[src/source/arbiter_consts.svh]
`ifndef ARBITER_CONSTS_SVH
`define ARBITER_CONSTS_SVH

// raw hub word, same on every port and in both FIFOs
`define HUB_WORD_WIDTH 32

// board id field at the top of a hub word
`define FPGA_ID_WIDTH 4

// destination channel field, just below the board id
`define CHANNEL_INDEX_WIDTH 8

// master channels on this board
`define MASTER_CHANNEL_COUNT 8

// masters plus the stage controller
`define SOURCE_COUNT 9

// entries in each of the two FIFOs
`define HUB_FIFO_DEPTH 16

// destination value reserved for the stage controller
// all ones of the channel field
`define STAGE_CONTROLLER_INDEX 255

`endif
[src/source/message_fifo.sv]
`default_nettype none

`include "arbiter_consts.svh"

module message_fifo #(
    parameter int depth = `HUB_FIFO_DEPTH,
    parameter int width = `HUB_WORD_WIDTH
) (
    input  logic             clk,
    input  logic             reset,
    input  logic             write,
    input  logic [width-1:0] write_data,
    output logic             full,
    input  logic             read,
    output logic [width-1:0] read_data,
    output logic             empty
);

    // pointer width, at least one bit for a single-entry FIFO
    localparam int addr_width = (depth > 1) ? $clog2(depth) : 1;
    // occupancy must reach depth itself
    localparam int count_width = $clog2(depth + 1);

    logic [width-1:0] storage [depth];
    logic [addr_width-1:0] write_ptr;
    logic [addr_width-1:0] read_ptr;
    logic [count_width-1:0] count;
    logic do_write;
    logic do_read;

    // blocked requests are dropped here
    assign do_write = write && !full;
    assign do_read = read && !empty;

    assign full = (count == count_width'(depth));
    assign empty = (count == '0);

    // first word fall through, head shown while not empty
    assign read_data = storage[read_ptr];

    // payload storage, written only on an accepted write
    always_ff @(posedge clk) begin
        if (do_write) begin
            storage[write_ptr] <= write_data;
        end
    end

    // pointers wrap at depth, so depth need not be a power of two
    always_ff @(posedge clk) begin
        if (reset) begin
            write_ptr <= '0;
            read_ptr <= '0;
            count <= '0;
        end else begin
            if (do_write) begin
                write_ptr <= (write_ptr == addr_width'(depth - 1)) ? '0 : write_ptr + 1'b1;
            end
            if (do_read) begin
                read_ptr <= (read_ptr == addr_width'(depth - 1)) ? '0 : read_ptr + 1'b1;
            end
            // simultaneous write and read leave count alone
            if (do_write && !do_read) begin
                count <= count + 1'b1;
            end else if (do_read && !do_write) begin
                count <= count - 1'b1;
            end
        end
    end

    // producer must hold off while full
    a_no_write_when_full: assert property (
        @(posedge clk) disable iff (reset) write |-> !full
    ) else $error("message_fifo write while full");

    // consumer must only pop a present head
    a_no_read_when_empty: assert property (
        @(posedge clk) disable iff (reset) read |-> !empty
    ) else $error("message_fifo read while empty");

endmodule

`default_nettype wire

[config.mk]
export PLATFORM = sky130hd
export DESIGN_NAME = message_fifo
export DESIGN_NICKNAME = d
export VERILOG_FILES = /design/src/source/message_fifo.sv
export VERILOG_INCLUDE_DIRS = /design/src /design/src/source
export SDC_FILE = /design/constraint.sdc
export NUM_CORES = 1
export LEC_CHECK = 0
export BUFFER_PORTS_ARGS = -buffer_cell sky130_fd_sc_hd__buf_2
export CAP_MARGIN = 20
export CORE_UTILIZATION = 55
export DETAILED_ROUTE_END_ITERATION = 7
export PLACE_DENSITY_LB_ADDON = 0.05
export SLEW_MARGIN = 40
export SYNTH_ARGS = -nofsm -noshare
export SYNTH_HDL_FRONTEND = slang
export SYNTH_SLANG_ARGS = --single-unit
[constraint.sdc]
create_clock -name clk -period 7.2 [get_ports clk]
set_input_delay 0 -clock clk [delete_from_list [all_inputs] [get_ports clk]]
set_output_delay 0 -clock clk [all_outputs]
set_load 0.005 [all_outputs]
Word-level counts from Yosys, hierarchy flattened
Memory sizes are Yosys's and may differ from the RTL's. A register that Yosys moved wholly into a read port is not among the register bits.
Cells that the tools add are included.
Operators by class
  add/sub/neg operators: 4
  mux-type cells: 8
  equality and inequality tests: 3
  reduce and logical (&&, ||, !) cells: 10
Operators with widths (number)
  4-bit two-way mux: 4
  5-bit two-way mux: 2
  4-bit by 1-bit adder with 4-bit output (second input constant): 2
  4-bit == test (second input constant): 2
  5-bit by 1-bit adder with 5-bit output (second input constant): 1
  5-bit == test (second input constant): 1
  5-bit zero test: 1
  5-bit by 1-bit subtractor with 5-bit output (second input constant): 1
  1-bit logical AND: 4
  1-bit zero test: 4
  1-bit two-way mux: 2
  2-bit nonzero test: 1
Word-level totals
  bits of input ports: 36
  word-level logic and storage cells: 29
  memories kept: 1
  register bits: 13
  output and inout port bits: 34
  RAM bits: 512
Memory list
  storage: words 16, bits a word 32, read ports 1, clocked after memory_dff 1, write ports 1, RTL line message_fifo.sv:24  | logic [width-1:0] storage [depth];

Logic depth before layout (Yosys ltp)
  depth in word-level cells: 7
  gate-level depth with buffers: 11
  depth with buffers taken out: 10

Worst setup path before layout
Ideal clock, no wire load.
  path type: flip-flop to flip-flop
  from: reg count[0]
  to: mem storage[0][0] in the netlist's numbering (enable)
  arrival time: 3.140 ns
  stages on the path, launching flop included: 7
  required time: 6.739 ns
  setup slack: 3.599 ns
  period minus slack after synthesis: 3.601 ns
  path through: dfxtp_1 -> or4_1 -> buf_2 -> o21ai_4 -> inv_2 -> nand2_1 -> nor3_1
On the way
  longest elaborated chain between the ends: 5
RTL lines
  start: declaration: RTL line message_fifo.sv:27  | logic [count_width-1:0] count;
  start signal: assignment: RTL line message_fifo.sv:63  | count <= count + 1'b1;
  start signal: assignment: RTL line message_fifo.sv:65  | count <= count - 1'b1;
  5-bit == test: RTL line message_fifo.sv:35  | assign full = (count == count_width'(depth));
  1-bit zero test: RTL line message_fifo.sv:32  | assign do_write = write && !full;
  1-bit logical AND: RTL line message_fifo.sv:32
  named net do_write: RTL line message_fifo.sv:28  | logic do_write;
  1-bit two-way mux: RTL line message_fifo.sv:43  | if (do_write) begin
  1-bit two-way mux (implied by the code): RTL line message_fifo.sv:44  | storage[write_ptr] <= write_data;
  end: declaration: RTL line message_fifo.sv:24
The timed path passes the listed nets, and every way through them passes these cells.

==> impl_metrics.json <==
{
  "status": "finished with violations",
  "violations": "DRC",
  "drive_gt1_frac": 0.310,
  "ant_nets": 0,
  "p_leak_nw": 7.44,
  "worst_skew_pair.late_latency_ns": 0.57,
  "ys_ff_latch": 529,
  "viasPerCell": 6.17,
  "hpwl_um": 22700,
  "grt_max_degree": 70,
  "grt_pass1_wl_um": 62600,
  "ys_types": 37,
  "root_buffer": "clkbuf_16",
  "antenna_found_initial": 0,
  "setup_viol": 0,
  "portBuffers": 69,
  "busiest_layer": "met2",
  "grtUsageMet2": 0.396,
  "die_y_um": 193,
  "ir_worst_vdd_uv": 210,
  "synth_nets": 946,
  "cp_data_required_time_ns": 7.20,
  "area.growth.synth_to_final_pct": 16.2,
  "maxCapViolCount": 0,
  "grt_use_total": 0.237,
  "cts_inserted_buffers": 52,
  "met1_usage": 0.333,
  "rsz0062_at_grt": "false",
  "cts_resized": 0,
  "power_density_mw_per_mm2": 321,
  "synth_area_mm2": 0.0201,
  "drt-initial-drc-count": 776,
  "yosys_warnings": 0,
  "cp.arrival_ns": 3.14,
  "cts.reportedPaths.clkPinSlew_ns": 0.06,
  "fin_crit_sh": 0.437,
  "start_kind": "register",
  "fmax_mhz": 318,
  "start_util": 0.561,
  "row_count": 69,
  "hold_viol_final": 0,
  "crit_path_end": "read_data[30]",
  "antennaDiodeCount": 0,
  "num_vias": 9491,
  "use_met3": 0.0378,
  "relSlewSlack": 0.507,
  "cts.sink_count": 529,
  "syn-instance-count": 899,
  "yosysSeqAreaShare": 0.784,
  "drtPass1Iterations": 7,
  "postLayoutCellArea_mm2": 0.0233,
  "cts_tree": "built",
  "postPlaceCellArea_mm2": 0.0212,
  "routed_wl_um": 42600,
  "final.setup.tns_ns": 0,
  "drc": 6,
  "max_stage_delay_ns": 0.65,
  "overflow": 0,
  "hold_class": "primary input to register",
  "fp.dieW_um": 193,
  "clock_path_buffers": 3,
  "grt_pass1_vias": 9893,
  "cts_htree_levels": 2,
  "finalCriticalPeriod_ns": 3.14,
  "syn_avg_cell_area_um2": 22.3,
  "reg2reg_from": "count[0]$_SDFFE_PP0P_",
  "post_drt_wl_per_cell_um": 27.6,
  "fin_nets": 1085,
  "core_area_mm2": 0.0357,
  "r2r_slack_ns": 4.07,
  "tightestPinTransition_ns": 0.738,
  "dp.cells": 1410,
  "worst_setup_path_end_kind": "primary output",
  "reg2reg_to": "count[4]$_SDFFE_PP0P_",
  "die_area_mm2": 0.0372,
  "crit_slowest_cell": "dfxtp_4",
  "fin_cells": 1539,
  "drv_slew": 0,
  "r2r_cells": 10,
  "io_pins": 70,
  "path_max_fanout": 42,
  "crit_chain": "buf_12, buf_6, mux4_2, a22oi_1, nand2_1, buf_2",
  "gp_congestion": 0.744,
  "fin_skew_ns": 0.0131,
  "critPathKind": "register to primary output"
}
critical path, delay by kind of cell (launching register included):
family                 cells  cell delay, ns
muxes                      1            0.58
buffers and inverters      3            0.97
and+or+nand+nor            1            0.12
AOI/OAI and AO/OA          1            0.21
DFF                        1            0.65
layout make-up:
type,instances,area (um^2)
multi-input cells,315,4250
flip-flops and latches,529,15700
inverters,7,26.3
fillers,2375,12500
clock inverters,35,388
repair buffers,133,978
clock buffers,59,1350
well taps,461,577
state kept, by name, indices dropped and copies added, names as in the netlist, named ones only:
signal     count
count          5
read_ptr       4
storage      512
write_ptr      4
how the worst min path moves through the flow:
| stage | slack, ns | startpoint | depth (start not counted) | to |
|---|---|---|---|---|
| after floorplan | 0.07 | reset | 1 | write_ptr[3]$_SDFFE_PP0P_ |
| after global placement | 0.34 | reset | 2 | count[1]$_SDFFE_PP0P_ |
| after detailed placement | 0.35 | reset | 2 | count[0]$_SDFFE_PP0P_ |
| after CTS | 0.30 | reset | 3 | count[0]$_SDFFE_PP0P_ |
| after global routing | 0.34 | write_data[7] | 2 | storage[8][7]$_DFFE_PP_ |
| final | 0.33 | reset | 3 | count[0]$_SDFFE_PP0P_ |
cells in the final DEF, fill, tap and decap left out, drive strengths merged, types with 2 or more instances in the layout:
master,instances
nor3,4
nand2b,2
a22oi,64
a31oi,2
dlygate4sd3,35
nand2,39
edfxtp,512
clkinv,22
nor2,28
inv,9
dfxtp,17
nand3b,2
mux2i,3
buf,98
o21ai,4
a21oi,8
nor2b,2
clkinvlp,3
bufinv,8
ha,10
or4,2
o211ai,2
clkbuf,59
mux4,128
xor2,4
synth_stat cells:
cell type / n / area [um^2]
mux2_2: 1 / 11.3
nor2b_1: 2 / 12.5
edfxtp_1: 512 / 15400
mux4_2: 128 / 2880
dfxtp_1: 17 / 340
and3_1: 1 / 6.26
ha_1: 10 / 125
nor3_1: 4 / 20.0
nor2_1: 28 / 105
o21ai_4: 2 / 32.5
or3b_2: 1 / 8.76
a31oi_1: 2 / 12.5
nand3b_1: 2 / 15.0
a21oi_1: 8 / 40.0
a311o_2: 1 / 11.3
nand2_1: 39 / 146
nand2b_1: 2 / 12.5
xor2_1: 4 / 35.0
fa_1: 1 / 20.0
clkbuf_1: 26 / 97.6
buf_2: 17 / 85.1
o21ai_0: 2 / 10.0
xnor2_1: 1 / 8.76
a21o_1: 1 / 7.51
buf_1: 4 / 15.0
o211ai_4: 1 / 21.3
or4_1: 2 / 15.0
a22oi_1: 64 / 480
a211oi_1: 1 / 7.51
buf_4: 1 / 7.51
mux2i_1: 3 / 30.0
nand3_1: 1 / 5.00
and2_1: 1 / 6.26
inv_2: 1 / 3.75
o31ai_1: 1 / 7.51
o211ai_1: 1 / 7.51
inv_1: 6 / 22.5
power breakdown:
group,total [W],internal [W],leakage [nW],switching (W)
Combinational,0.00120,0.000618,1.82,0.000582
Sequential,0.00355,0.00347,4.76,0.0000736
Clock,0.00274,0.00163,0.850,0.00111
Total,0.00748,0.00572,7.44,0.00176
cell families (layout without fill, tap and decap cells):
logic type,after synthesis,in the layout,share of synthesized area
buf+inv,55,234,0.0115
xor+xnor,5,5,0.00218
fa+ha+maj,11,11,0.00724
mux,132,132,0.146
simple gates,83,83,0.0176
flops,529,529,0.784
compound gates,84,84,0.0318
stage by stage:
step                      power, W  hold slack [ns]   util  setup slack (ns)
after floorplan            0.00444           0.0691      -              3.60
after global placement     0.00474            0.339  0.590              4.17
after detailed placement   0.00482            0.355  0.593              4.15
after CTS                  0.00756            0.300  0.651              3.70
after global routing       0.00778            0.339  0.652              3.76
final                      0.00748            0.333  0.652              4.06
repair_timing:
item	CTS	global route
setup buffers	0	0
hold buffers	35	0
hold endpoints to repair	529	0
per-layer routing:
metal,routed length (um),part of all wire
met4,688,0.016
met1,17600,0.41
met3,2340,0.055
met5,0,0
met2,21900,0.52
Note: power is estimated with default switching activity, not from simulation.
