==> src/source/arbiter_consts.svh <==
`ifndef ARBITER_CONSTS_SVH
`define ARBITER_CONSTS_SVH

// raw hub word, same on every port and in both FIFOs
`define HUB_WORD_WIDTH 32

// board id field at the top of a hub word
`define FPGA_ID_WIDTH 4

// destination channel field, just below the board id
`define CHANNEL_INDEX_WIDTH 8

// master channels on this board
`define MASTER_CHANNEL_COUNT 8

// masters plus the stage controller
`define SOURCE_COUNT 9

// entries in each of the two FIFOs
`define HUB_FIFO_DEPTH 16

// destination value reserved for the stage controller
// all ones of the channel field
`define STAGE_CONTROLLER_INDEX 255

`endif
==> src/source/arbiter_pkg.sv <==
`default_nettype none

`include "arbiter_consts.svh"

package arbiter_pkg;

    // one word as it travels through the hub
    typedef logic [`HUB_WORD_WIDTH-1:0] hub_word_t;

    // board id
    typedef logic [`FPGA_ID_WIDTH-1:0] fpga_id_t;

    // destination channel on the receiving board
    typedef logic [`CHANNEL_INDEX_WIDTH-1:0] channel_index_t;

    // whatever is left below id and destination
    typedef logic [`HUB_WORD_WIDTH-`FPGA_ID_WIDTH-`CHANNEL_INDEX_WIDTH-1:0] payload_t;

    // field layout of a hub word, msb first
    typedef struct packed {
        fpga_id_t       fpga_id;
        channel_index_t destination;
        payload_t       payload;
    } hub_message_t;

    // one bit per source or destination
    // bit 8 is the stage controller
    typedef logic [`SOURCE_COUNT-1:0] source_mask_t;

    // one word per source, same indexing as source_mask_t
    typedef hub_word_t [`SOURCE_COUNT-1:0] source_words_t;

endpackage

`default_nettype wire

==> src/source/scatter_router.sv <==
`default_nettype none

`include "arbiter_consts.svh"

module scatter_router (
    input  arbiter_pkg::hub_message_t  head,
    input  logic                       head_present,
    input  arbiter_pkg::source_mask_t  dest_ready,
    output arbiter_pkg::source_mask_t  dest_valid,
    output arbiter_pkg::source_words_t dest_data,
    output logic                       pop
);

    import arbiter_pkg::*;

    logic to_master;
    logic to_stage_controller;

    // destination field split into its two legal ranges
    assign to_master = (head.destination < channel_index_t'(`MASTER_CHANNEL_COUNT));
    assign to_stage_controller =
        (head.destination == channel_index_t'(`STAGE_CONTROLLER_INDEX));

    // one valid per master channel
    for (genvar ch = 0; ch < `MASTER_CHANNEL_COUNT; ch++) begin : g_master
        assign dest_valid[ch] = head_present && (head.destination == channel_index_t'(ch));
    end

    // stage controller sits above the masters
    assign dest_valid[`MASTER_CHANNEL_COUNT] = head_present && to_stage_controller;

    // every destination sees the head, valid picks the one that takes it
    for (genvar dst = 0; dst < `SOURCE_COUNT; dst++) begin : g_data
        assign dest_data[dst] = hub_word_t'(head);
    end

    // pop on the handshake of the selected destination
    // unselected readies are masked by their valid
    assign pop = |(dest_valid & dest_ready);

    // indices 8 to 254 are outside the contract with the sending boards
    always_comb begin
        if (head_present) begin
            assert (to_master || to_stage_controller)
                else $error("scatter_router bad destination %0d", head.destination);
        end
    end

endmodule

`default_nettype wire

==> config.mk <==
export PLATFORM = sky130hd
export DESIGN_NAME = scatter_router
export DESIGN_NICKNAME = d
export VERILOG_FILES = /design/src/source/arbiter_pkg.sv /design/src/source/scatter_router.sv
export VERILOG_INCLUDE_DIRS = /design/src /design/src/source
export SDC_FILE = /design/constraint.sdc
export NUM_CORES = 1
export LEC_CHECK = 0
export ABC_AREA = 1
export BUFFER_PORTS_ARGS = -buffer_cell sky130_fd_sc_hd__buf_2
export CAP_MARGIN = 30
export CORE_AREA = 2 2 133 135
export DETAILED_ROUTE_END_ITERATION = 8
export DIE_AREA = 0 0 135 137
export PLACE_DENSITY_LB_ADDON = 0.3
export SYNTH_ARGS = -nofsm -noshare
export SYNTH_HDL_FRONTEND = slang
export SYNTH_SLANG_ARGS = --single-unit
==> constraint.sdc <==
create_clock -name vclk -period 0.8
set_input_delay 0.04 -clock vclk [all_inputs]
set_output_delay 0.04 -clock vclk [all_outputs]
set_load 0.02 [all_outputs]
## Word level (Yosys, flattened, before mapping)

Cells that the tools add are included.
Widths: inputs -> output; s select.

- Add/subtract/negate cells: 0
- Multiply operators: 0
- Div/mod/pow operators: 0
- $lt $le $gt $ge: 0
- Equal/unequal tests: 8
- Shift operators: 0
- Muxes and demuxes: 0
- Bitwise logic cells: 1
- Reductions and logical operators: 11

Operators by type and width:

| cell | count |
|---|---|
| $eq 8x3->1 const B | 4 |
| $eq 8x2->1 const B | 2 |
| $and 9x9->9 | 1 |
| $logic_and 1x1->1 | 9 |
| $reduce_or 9->1 | 1 |
| $eq 8x1->1 const B | 1 |
| $eq 8x8->1 const B | 1 |
| $logic_not 8->1 | 1 |

- Register bits after elaboration: 0
- Bits in latches: 0
- Bits in writable memories: 0
- ROM bits: 0
- Bits of input ports: 42
- Output and inout bits: 298
- Word-level logic and storage cells: 20
- Memories kept: 0

## Depth between registers and ports, before layout

Gate-level depths: netlist of the first run.

- Depth after elaboration: 4
- Gate-level depth with buffers: 7
- Gate-level depth less buffers: 7

## Least setup slack after synthesis of the first run

No wires, ideal clock.

- Path type: input -> output
- From: in head[27] (netlist bit)
- To: out dest_valid[0]
- Arrival: 708 ps
- Required time: 760 ps
- Slack: 52 ps
- Stages on the path: 5
- Path buffers: 0
- Cell sequence: nor2_2 -> nand2_2 -> nor2_4 -> inv_1 -> nor2_1

- Cells in the longest elaborated chain, start to end: 2

RTL lines:

| element | line | RTL |
|---|---|---|
| start, declared | scatter_router.sv:6 | `input arbiter_pkg::hub_message_t head,` |
| $logic_not 8->1 | scatter_router.sv:26 | `assign dest_valid[ch] = head_present && (head.destination == channel_index_t'(ch));` |
| $logic_and 1x1->1 | scatter_router.sv:26 |  |
| end, declared | scatter_router.sv:9 | `output arbiter_pkg::source_mask_t dest_valid,` |

Every way passes these cells.

## Worst setup path after layout of the first run

- From: in head[24] (netlist bit)
- To: out dest_valid[7]

- Cells in the longest elaborated chain, start to end: 2

RTL lines:

| element | line |
|---|---|
| $eq 8x3->1 | scatter_router.sv:26 |
| $logic_and 1x1->1 | scatter_router.sv:26 |

Every way passes these cells.

==> results of run 1 <==
==> synth_stat cells <==
cell	number	area (µm²)
sky130_fd_sc_hd__buf_4	288	2160
sky130_fd_sc_hd__nor2_1	16	60.1
sky130_fd_sc_hd__inv_1	14	52.6
sky130_fd_sc_hd__nand3_1	12	60.1
sky130_fd_sc_hd__nand2_1	8	30.0
sky130_fd_sc_hd__nor2_2	2	12.5
sky130_fd_sc_hd__nor2_4	2	22.5
sky130_fd_sc_hd__nand2_2	1	6.26
==> power by group <==
group	switching, µW	total (µW)	internal [µW]
clock	0	0	0
sequential	0	0	0
combinational	454	710	256
==> cell type report <==
| cell class | count | area, µm² |
|---|---|---|
| Fill cell | 2018 | 15700 |
| Tap cell | 225 | 282 |
| Timing Repair Buffer | 116 | 726 |
| Inverter | 14 | 60.1 |
| Multi-Input combinational cell | 41 | 299 |
==> path summary, 6_finish.rpt <==
check,from,to,slack [ps],cells past startpoint
worst min-delay path,head[18],dest_data[82],80,0
worst max-delay path,head[24],dest_valid[7],-180,8
==> metrics by stage <==
step	area, µm²	power [µW]	setup WS (ps)	TNS [ps]	hold WS [ps]
4_1_cts	1330	712	-215	-1160	80.6
3_5_place_dp	1120	643	-327	-1950	80.6
3_3_place_gp	1120	647	-344	-1930	80.6
2_1_floorplan	2410	2140	51.8	0	193
6_report	1370	710	-178	-916	80.1
5_1_grt	1370	762	-239	-1560	80.6
==> per-layer routing <==
metal / track usage / vias to the layer above / wire, µm
met5: 0 / - / 0
met4: 0.0122 / 0 / 130
met3: 0.0248 / 6 / 955
met2: 0.0877 / 187 / 2290
met1: 0.0124 / 372 / 554
li1: - / 395 / -
==> cell families after synthesis <==
kind of cell  share of synthesized area
simple gates                     0.0796
buf+inv                           0.920
==> what timing repair did <==
action / 4_1_cts / 5_1_grt
pin swaps: 12 / 4
gates resized for setup: 60 / 10
setup endpoints to repair: 10 / 10
hold buffers: 0 / 0
setup buffers: 3 / 0
==> impl_metrics.prom, run 1 <==
# TYPE chip_impl_metric gauge
chip_impl_info{name="run_status",value="finished with violations"} 1
chip_impl_info{name="violations",value="setup timing"} 1
chip_impl_metric{name="yosysWarningCount",unit=""} 0
chip_impl_info{name="critical-path-top-cell-by-count",value="sky130_fd_sc_hd__nor2_4"} 1
chip_impl_metric{name="crit_arrival",unit="ps"} 940
chip_impl_metric{name="drcViolationCount",unit=""} 0
chip_impl_info{name="crit_path_start_kind",value="primary input"} 1
chip_impl_metric{name="peakVddDrop",unit="V"} 0.000203
chip_impl_metric{name="detailroute.via_count",unit=""} 960
chip_impl_info{name="grt_setup_unrepaired",value="true"} 1
chip_impl_metric{name="max_freq",unit="MHz"} 1020
chip_impl_metric{name="design.die.area",unit="µm²"} 18500
chip_impl_metric{name="postRouteAntennaNets",unit=""} 0
chip_impl_metric{name="layout-drive-gt1-share",unit=""} 0.854
chip_impl_metric{name="die_h",unit="µm"} 137
chip_impl_metric{name="power_density",unit="nW/µm²"} 520
chip_impl_metric{name="synthesis.area_per_instance",unit="µm²"} 7.01
chip_impl_info{name="commonest_cells_after_routing_fill_and_taps_aside",value="82 x sky130_fd_sc_hd__buf_2, 20 x sky130_fd_sc_hd__buf_4, 12 x sky130_fd_sc_hd__buf_6"} 1
chip_impl_metric{name="final_clock_period_utilization_by_the_worst_path",unit=""} 1.22
chip_impl_metric{name="slew_headroom",unit=""} 0.870
chip_impl_metric{name="dp.final_hpwl",unit="mm"} 3.58
chip_impl_metric{name="mappedNetlistNets",unit=""} 385
chip_impl_metric{name="postRouteWirelength",unit="mm"} 3.93
chip_impl_metric{name="globalRouteOverflowTotal",unit=""} 0
chip_impl_metric{name="seqCellArea",unit="µm²"} 0
chip_impl_metric{name="hold_viol_final",unit=""} 0
chip_impl_info{name="cp_top_family",value="simple AND/OR/NAND/NOR gates"} 1
chip_impl_metric{name="timing.final.crit_period",unit="ps"} 978
chip_impl_metric{name="area_growth",unit="%"} -43.2
chip_impl_metric{name="routed_via_density",unit=""} 2.42
chip_impl_metric{name="setup-violations-final",unit=""} 9
chip_impl_metric{name="place_congestion",unit=""} 0.758
chip_impl_metric{name="crit_fanout",unit=""} 5
chip_impl_metric{name="first_iter_violations",unit=""} 5
chip_impl_metric{name="post_synth_inst_count",unit=""} 343
chip_impl_metric{name="via_count_of_the_first_global_routing_pass",unit=""} 866
chip_impl_info{name="slowest_stage",value="sky130_fd_sc_hd__nor2_4"} 1
chip_impl_metric{name="io_buffers",unit=""} 100
chip_impl_info{name="kind_of_end_point_of_the_critical_path",value="primary output"} 1
chip_impl_metric{name="drt-pass1-iter-count",unit=""} 2
chip_impl_metric{name="grt_first_pass_wirelength",unit="mm"} 5.08
chip_impl_metric{name="pin_count_of_the_biggest_net_entering_global_routing",unit=""} 10
chip_impl_metric{name="finish.net_count",unit=""} 215
chip_impl_metric{name="start_util",unit=""} 0.141
chip_impl_metric{name="placement_rows",unit=""} 48
chip_impl_metric{name="worstMarginPinSlew",unit="ps"} 195
chip_impl_metric{name="synthesis.area",unit="µm²"} 2410
chip_impl_info{name="timing.setup.critical_path_class",value="primary input to primary output"} 1
chip_impl_metric{name="io_pins",unit=""} 340
chip_impl_metric{name="antenna-diode-count",unit=""} 0
chip_impl_metric{name="clkbuf_count",unit=""} 0
chip_impl_metric{name="antenna_found_initial",unit=""} 0
chip_impl_metric{name="final.setup.worst_slack",unit="ps"} -178
chip_impl_metric{name="crit_buf_inv",unit=""} 4
chip_impl_metric{name="design.core.area",unit="µm²"} 17100
chip_impl_metric{name="grt.total_usage",unit=""} 0.0354
chip_impl_metric{name="post_drt_wl_per_cell",unit="µm"} 9.92
chip_impl_metric{name="fp.dieW",unit="µm"} 135
chip_impl_metric{name="fin_cells",unit=""} 396
chip_impl_metric{name="synth_cell_type_count",unit=""} 8
chip_impl_info{name="hold_path_class",value="primary input to primary output"} 1
chip_impl_metric{name="worst_path_largest_cell_delay",unit="ps"} 170
chip_impl_metric{name="static-leakage-power",unit="µW"} 0.000669
chip_impl_info{name="final_common_cell",value="sky130_fd_sc_hd__buf_2"} 1
chip_impl_metric{name="drv_slew",unit=""} 0
chip_impl_metric{name="max_cap_violations",unit=""} 0
chip_impl_info{name="worstPathCellList",value="buf_8 -> nor2_4 -> nand2_4 -> nor2_4 -> buf_4 -> inv_4 -> nor2_4 -> buf_6"} 1
chip_impl_metric{name="finish.utilization",unit=""} 0.0801
chip_impl_metric{name="nFlopsAndLatches",unit=""} 0
chip_impl_metric{name="cp_data_required_time",unit="ps"} 760
chip_impl_metric{name="numPlacedInstances",unit=""} 393
chip_impl_metric{name="synth_sequential_area_ratio",unit=""} 0
Note: power is estimated with default switching activity, not from simulation.
==> run 2: changes to the inputs <==
- BUFFER_PORTS_ARGS: -buffer_cell sky130_fd_sc_hd__buf_2 -> -buffer_cell sky130_fd_sc_hd__buf_4
- GPL_ROUTABILITY_DRIVEN: default -> 1
- PLACE_DENSITY_LB_ADDON: 0.3 -> 0.05
==> impl_metrics.prom, run 2 (synthesized netlist as in run 1, its figures left out) <==
# TYPE chip_impl_metric gauge
chip_impl_metric{name="antenna_found_initial",unit=""} 0
chip_impl_metric{name="hold_viol_final",unit=""} 0
chip_impl_metric{name="post_drt_wl_per_cell",unit="µm"} 10.8
chip_impl_metric{name="finish.net_count",unit=""} 216
chip_impl_info{name="kind_of_end_point_of_the_critical_path",value="primary output"} 1
chip_impl_metric{name="detailroute.via_count",unit=""} 884
chip_impl_info{name="grt_setup_unrepaired",value="true"} 1
chip_impl_metric{name="final_clock_period_utilization_by_the_worst_path",unit=""} 1.22
chip_impl_metric{name="max_cap_violations",unit=""} 0
chip_impl_metric{name="layout-drive-gt1-share",unit=""} 0.837
chip_impl_metric{name="drt-pass1-iter-count",unit=""} 3
chip_impl_metric{name="design.core.area",unit="µm²"} 17100
chip_impl_info{name="hold_path.startpoint",value="head[16]"} 1
chip_impl_metric{name="cts_hold_buffers",unit=""} 0
chip_impl_metric{name="antenna-diode-count",unit=""} 0
chip_impl_metric{name="placement_rows",unit=""} 48
chip_impl_metric{name="worstMarginPinSlew",unit="ps"} 185
chip_impl_metric{name="layout.filler_cells",unit=""} 2020
chip_impl_metric{name="postRouteAntennaNets",unit=""} 0
chip_impl_metric{name="finalHoldWorstSlack",unit="ps"} 80.0
chip_impl_metric{name="io_buffers",unit=""} 100
chip_impl_metric{name="dp.final_hpwl",unit="mm"} 3.75
chip_impl_metric{name="place_congestion",unit=""} 0.606
chip_impl_metric{name="die_h",unit="µm"} 137
chip_impl_metric{name="routed_via_density",unit=""} 2.23
chip_impl_metric{name="peakVddDrop",unit="V"} 0.0000986
chip_impl_metric{name="drcViolationCount",unit=""} 0
chip_impl_info{name="timing.setup.critical_path_class",value="primary input to primary output"} 1
chip_impl_metric{name="grt_first_pass_wirelength",unit="mm"} 5.58
chip_impl_metric{name="io_pins",unit=""} 340
chip_impl_metric{name="via_count_of_the_first_global_routing_pass",unit=""} 816
chip_impl_metric{name="final.setup.worst_slack",unit="ps"} -176
chip_impl_info{name="hold_path_class",value="primary input to primary output"} 1
chip_impl_metric{name="design.die.area",unit="µm²"} 18500
chip_impl_info{name="crit_path_start_kind",value="primary input"} 1
chip_impl_metric{name="postRouteWirelength",unit="mm"} 4.29
chip_impl_info{name="run_status",value="finished with violations"} 1
chip_impl_metric{name="setup-violations-final",unit=""} 9
chip_impl_metric{name="finalPower",unit="µW"} 825
chip_impl_metric{name="power_density",unit="nW/µm²"} 526
chip_impl_info{name="final_common_cell",value="sky130_fd_sc_hd__buf_4"} 1
chip_impl_info{name="setup.worst_path.start",value="head[27]"} 1
chip_impl_metric{name="fin_cells",unit=""} 397
chip_impl_metric{name="crit_fanout",unit=""} 5
chip_impl_metric{name="grt.total_usage",unit=""} 0.0387
chip_impl_metric{name="seqCellArea",unit="µm²"} 0
chip_impl_metric{name="start_util",unit=""} 0.141
chip_impl_metric{name="cp_data_required_time",unit="ps"} 760
chip_impl_metric{name="area_growth",unit="%"} -34.8
chip_impl_metric{name="dpl_worst_slack",unit="ps"} -240
chip_impl_metric{name="clkbuf_count",unit=""} 0
chip_impl_metric{name="pin_count_of_the_biggest_net_entering_global_routing",unit=""} 10
chip_impl_metric{name="fp.dieW",unit="µm"} 135
chip_impl_metric{name="slew_headroom",unit=""} 0.876
chip_impl_metric{name="drv_slew",unit=""} 0
chip_impl_info{name="commonest_cells_after_routing_fill_and_taps_aside",value="102 x sky130_fd_sc_hd__buf_4, 12 x sky130_fd_sc_hd__buf_6, 8 x sky130_fd_sc_hd__inv_1, 8 x sky130_fd_sc_hd__nor2_1, 8 x sky130_fd_sc_hd__nor2_4"} 1
chip_impl_metric{name="first_iter_violations",unit=""} 6
chip_impl_metric{name="nFlopsAndLatches",unit=""} 0
chip_impl_metric{name="timing.final.crit_period",unit="ps"} 976
chip_impl_metric{name="numPlacedInstances",unit=""} 393
chip_impl_metric{name="max_freq",unit="MHz"} 1020
chip_impl_info{name="violations",value="setup timing"} 1
chip_impl_metric{name="crit_arrival",unit="ps"} 940
chip_impl_metric{name="globalRouteOverflowTotal",unit=""} 0
chip_impl_metric{name="static-leakage-power",unit="µW"} 0.000743
run 2: cell types whose count changed in the layout (fill, tap and decap cells not counted):
cell / change
sky130_fd_sc_hd__buf_2: -82
sky130_fd_sc_hd__nand3_2: +1
sky130_fd_sc_hd__inv_2: +1
sky130_fd_sc_hd__nor2_2: -3
sky130_fd_sc_hd__buf_8: +1
sky130_fd_sc_hd__nand3_4: -1
sky130_fd_sc_hd__nor2_1: +3
sky130_fd_sc_hd__buf_4: +82
sky130_fd_sc_hd__inv_4: -1
run 2: where the power goes:
part / internal [µW] / switching [µW] / total (µW)
registers: 0 / 0 / 0
clock network: 0 / 0 / 0
logic: 369 / 457 / 825
total: 369 / 457 / 825
run 2: cell type report:
type | count | area (µm²) | area share
Multi-Input combinational cell | 41 | 284 | 0.181
Tap cell | 225 | 282 | 0.179
Inverter | 14 | 57.6 | 0.0367
Timing Repair Buffer | 117 | 946 | 0.603
run 2: worst paths after layout:
path	cells after the start	slack, ps	end
max	9	-180	pop
min	0	80	dest_data[80]
run 2: critical path, stage by stage:
cell and delay (ps):
sky130_fd_sc_hd__buf_8 100, sky130_fd_sc_hd__nor2_4 110, sky130_fd_sc_hd__nand2_4 80, sky130_fd_sc_hd__nor2_4 160, sky130_fd_sc_hd__nand3_1 110, sky130_fd_sc_hd__nand2_2 90, sky130_fd_sc_hd__nor2_2 40, sky130_fd_sc_hd__nand3_2 80
sky130_fd_sc_hd__buf_6 120
run 2: timing repair:
item	4_1_cts	5_1_grt
gates resized for setup	42	7
buffers inserted	2	2
endpoints found under the setup margin	10	10
pin swaps	13	9
run 2: per-stage QoR:
stage          instance area, µm²  setup TNS [ps]  utilization
3_3_place_gp                 1370           -1610       0.0805
3_5_place_dp                 1370           -1570       0.0805
2_1_floorplan                2410               0            -
5_1_grt                      1570           -2010       0.0920
6_report                     1570           -1390       0.0920
4_1_cts                      1530            -998       0.0899
run 2: per-layer routing:
metal  track usage  part of all wire
met2        0.0612              0.43
met1        0.0418              0.35
met3        0.0148              0.15
met4        0.0301             0.071
met5             0                 0
==> run 3: changes to the inputs <==
- ABC_AREA: 1 -> default
- CORE_AREA: 2 2 133 135 -> 2 2 132 134
- DIE_AREA: 0 0 135 137 -> 0 0 134 136
==> impl_metrics.prom, run 3 <==
# TYPE chip_impl_metric gauge
chip_impl_metric{name="seqCellArea",unit="µm²"} 0
chip_impl_metric{name="synth_top_area_frac",unit=""} 0.917
chip_impl_metric{name="postRouteAntennaNets",unit=""} 0
chip_impl_metric{name="start_util",unit=""} 0.140
chip_impl_metric{name="detailroute.via_count",unit=""} 839
chip_impl_metric{name="synth_cell_type_count",unit=""} 20
chip_impl_metric{name="routed_via_density",unit=""} 2.21
chip_impl_metric{name="synth_sequential_area_ratio",unit=""} 0
chip_impl_metric{name="power_density",unit="nW/µm²"} 541
chip_impl_metric{name="fp.dieW",unit="µm"} 134
chip_impl_metric{name="hold_viol_final",unit=""} 0
chip_impl_metric{name="via_count_of_the_first_global_routing_pass",unit=""} 808
chip_impl_metric{name="final_clock_period_utilization_by_the_worst_path",unit=""} 1.58
chip_impl_metric{name="finish.instance_area",unit="µm²"} 1660
chip_impl_metric{name="synthesis.area_per_instance",unit="µm²"} 7.39
chip_impl_metric{name="clkbuf_count",unit=""} 0
chip_impl_info{name="grt_setup_unrepaired",value="true"} 1
chip_impl_metric{name="io_buffers",unit=""} 100
chip_impl_metric{name="grt_first_pass_wirelength",unit="mm"} 5.57
chip_impl_metric{name="pwr-share-clk",unit=""} 0
chip_impl_metric{name="area_growth",unit="%"} -29.8
chip_impl_metric{name="die_h",unit="µm"} 136
chip_impl_metric{name="max_cap_violations",unit=""} 0
chip_impl_metric{name="pin_count_of_the_biggest_net_entering_global_routing",unit=""} 10
chip_impl_metric{name="finish.net_count",unit=""} 199
chip_impl_metric{name="postRouteWirelength",unit="mm"} 4.10
chip_impl_info{name="setup.worst_path.end",value="pop"} 1
chip_impl_metric{name="antenna_found_initial",unit=""} 0
chip_impl_info{name="final_common_cell",value="sky130_fd_sc_hd__buf_4"} 1
chip_impl_info{name="worstPathCellList",value="buf_8 -> mux4_2 -> o211a_1 -> a211o_1 -> buf_6"} 1
chip_impl_metric{name="nFlopsAndLatches",unit=""} 0
chip_impl_info{name="violations",value="setup timing"} 1
chip_impl_metric{name="design.die.area",unit="µm²"} 18200
chip_impl_metric{name="drt-pass1-iter-count",unit=""} 4
chip_impl_metric{name="globalRouteOverflowTotal",unit=""} 0
chip_impl_metric{name="crit_arrival",unit="ps"} 1220
chip_impl_metric{name="slew_headroom",unit=""} 0.752
chip_impl_info{name="crit_path_start_kind",value="primary input"} 1
chip_impl_info{name="post-synth-top-area-cell",value="sky130_fd_sc_hd__buf_4"} 1
chip_impl_metric{name="setup-violations-final",unit=""} 10
chip_impl_info{name="most_numerous_cell_types_in_the_synthesized_netlist",value="288 x sky130_fd_sc_hd__buf_4, 5 x sky130_fd_sc_hd__nor3_1, 4 x sky130_fd_sc_hd__nor2_1, 3 x sky130_fd_sc_hd__nand2_1"} 1
chip_impl_metric{name="timing.final.crit_period",unit="ps"} 1260
chip_impl_metric{name="post_synth_inst_count",unit=""} 319
chip_impl_metric{name="pwr-share-comb",unit=""} 1.000
chip_impl_info{name="setup.worst_path.start",value="head[20]"} 1
chip_impl_metric{name="power_switching",unit="µW"} 481
chip_impl_metric{name="dp.final_hpwl",unit="mm"} 3.61
chip_impl_metric{name="seq_power_share",unit=""} 0
chip_impl_metric{name="worstMarginPinSlew",unit="ps"} 368
chip_impl_info{name="hold_path_class",value="primary input to primary output"} 1
chip_impl_metric{name="cp_data_required_time",unit="ps"} 760
chip_impl_metric{name="mappedNetlistNets",unit=""} 361
chip_impl_metric{name="design.core.area",unit="µm²"} 16900
chip_impl_metric{name="setup_total_negative_slack",unit="ps"} -2350
chip_impl_metric{name="p_int",unit="µW"} 416
chip_impl_info{name="commonest_cells_after_routing_fill_and_taps_aside",value="105 x sky130_fd_sc_hd__buf_4, 16 x sky130_fd_sc_hd__buf_6, 4 x sky130_fd_sc_hd__nor3_4, 4 x sky130_fd_sc_hd__buf_8, 3 x sky130_fd_sc_hd__nor2_4"} 1
chip_impl_metric{name="crit_fanout",unit=""} 2
chip_impl_metric{name="drcViolationCount",unit=""} 0
chip_impl_metric{name="grt.total_usage",unit=""} 0.0389
chip_impl_metric{name="first_iter_violations",unit=""} 5
chip_impl_metric{name="netSwitchingFraction",unit=""} 0.536
chip_impl_metric{name="yosysWarningCount",unit=""} 0
chip_impl_metric{name="place_congestion",unit=""} 0.568
chip_impl_info{name="leading_cell_type_by_number_of_instances_after_synthesis",value="sky130_fd_sc_hd__buf_4"} 1
chip_impl_metric{name="max_freq",unit="MHz"} 793
chip_impl_metric{name="io_pins",unit=""} 340
chip_impl_metric{name="placement_rows",unit=""} 48
chip_impl_metric{name="cts_hold_buffers",unit=""} 0
chip_impl_metric{name="post_drt_wl_per_cell",unit="µm"} 10.8
chip_impl_metric{name="layout-drive-gt1-share",unit=""} 0.916
chip_impl_info{name="timing.setup.critical_path_class",value="primary input to primary output"} 1
chip_impl_metric{name="final.setup.worst_slack",unit="ps"} -462
chip_impl_metric{name="antenna-diode-count",unit=""} 0
chip_impl_metric{name="worst_path_largest_cell_delay",unit="ps"} 480
chip_impl_metric{name="layout.filler_cells",unit=""} 1944
chip_impl_metric{name="drv_slew",unit=""} 0
chip_impl_metric{name="peakVddDrop",unit="V"} 0.000130
chip_impl_metric{name="synthesis.area",unit="µm²"} 2360
chip_impl_metric{name="placed_area",unit="µm²"} 1470
chip_impl_info{name="kind_of_end_point_of_the_critical_path",value="primary output"} 1
chip_impl_info{name="run_status",value="finished with violations"} 1
chip_impl_info{name="netlist_top_cells_area",value="sky130_fd_sc_hd__buf_4 92%, sky130_fd_sc_hd__nor3_1 1.1%, sky130_fd_sc_hd__mux4_2 0.95%, sky130_fd_sc_hd__nor2_1 0.64%, sky130_fd_sc_hd__nor4_1 0.53%"} 1
chip_impl_metric{name="static-leakage-power",unit="µW"} 0.000776
chip_impl_info{name="slowest_stage",value="sky130_fd_sc_hd__mux4_2"} 1
-- run 3: cell type report --
class	instances	area, µm²	area share
inverter	2	7.51	0.00453
timing repair buffer	126	1050	0.633
tap	225	282	0.170
multi-input combinational	27	319	0.193
-- run 3: worst max-delay path: cells and delay by family --
family	cells	cell delay, ps
compound gates	2	470
buf+inv	2	220
mux	1	480
-- run 3: kinds of logic (layout without fill, tap and decap cells) --
family,count (synthesis),after routing,synth area share
multiplexers,2,2,0.0138
AND/OR/NAND/NOR,21,21,0.0472
buffers and inverters,292,128,0.926
AO/OA/AOI/OAI,4,4,0.0127
-- run 3: timing repair --
item / CTS / global route
resized for setup: 35 / 1
gates cloned: 0 / 0
endpoints found under the setup margin: 10 / 10
buffers inserted: 6 / 1
pin swaps: 7 / 4
-- run 3: how the worst min path moves through the flow --
stage | startpoint | endpoint | slack (ps) | depth (start not counted)
floorplan | head[21] | dest_valid[4] | 130 | 1
global placement | head[4] | dest_data[68] | 80 | 0
detailed placement | head[4] | dest_data[68] | 80 | 0
CTS | head[4] | dest_data[68] | 80 | 0
global route | head[15] | dest_data[47] | 80 | 0
finish | head[7] | dest_data[39] | 80 | 0
-- run 3: stage by stage --
step	std cells	utilization	power (µW)	hold WS [ps]	setup WS, ps
5_1_grt	380	0.0982	956	80.1	-506
3_3_place_gp	374	0.0872	858	80.7	-519
6_report	380	0.0982	897	80.0	-462
3_5_place_dp	374	0.0872	848	80.7	-522
4_1_cts	380	0.0986	927	80.7	-487
2_1_floorplan	319	-	2180	131	-394
-- run 3: power by group through the flow --
stage          clock network (µW)  registers [µW]  logic, µW
4_1_cts                         0               0        927
6_report                        0               0        897
2_1_floorplan                   0               0       2180
5_1_grt                         0               0        956
3_5_place_dp                    0               0        848
3_3_place_gp                    0               0        858
-- run 3: layer usage --
metal	GRT usage	part of all wire	vias up
met2	0.0618	0.46	90
met5	0	0	-
met4	0.0230	0.051	0
met1	0.0422	0.32	344
li1	-	-	370
met3	0.0186	0.17	35
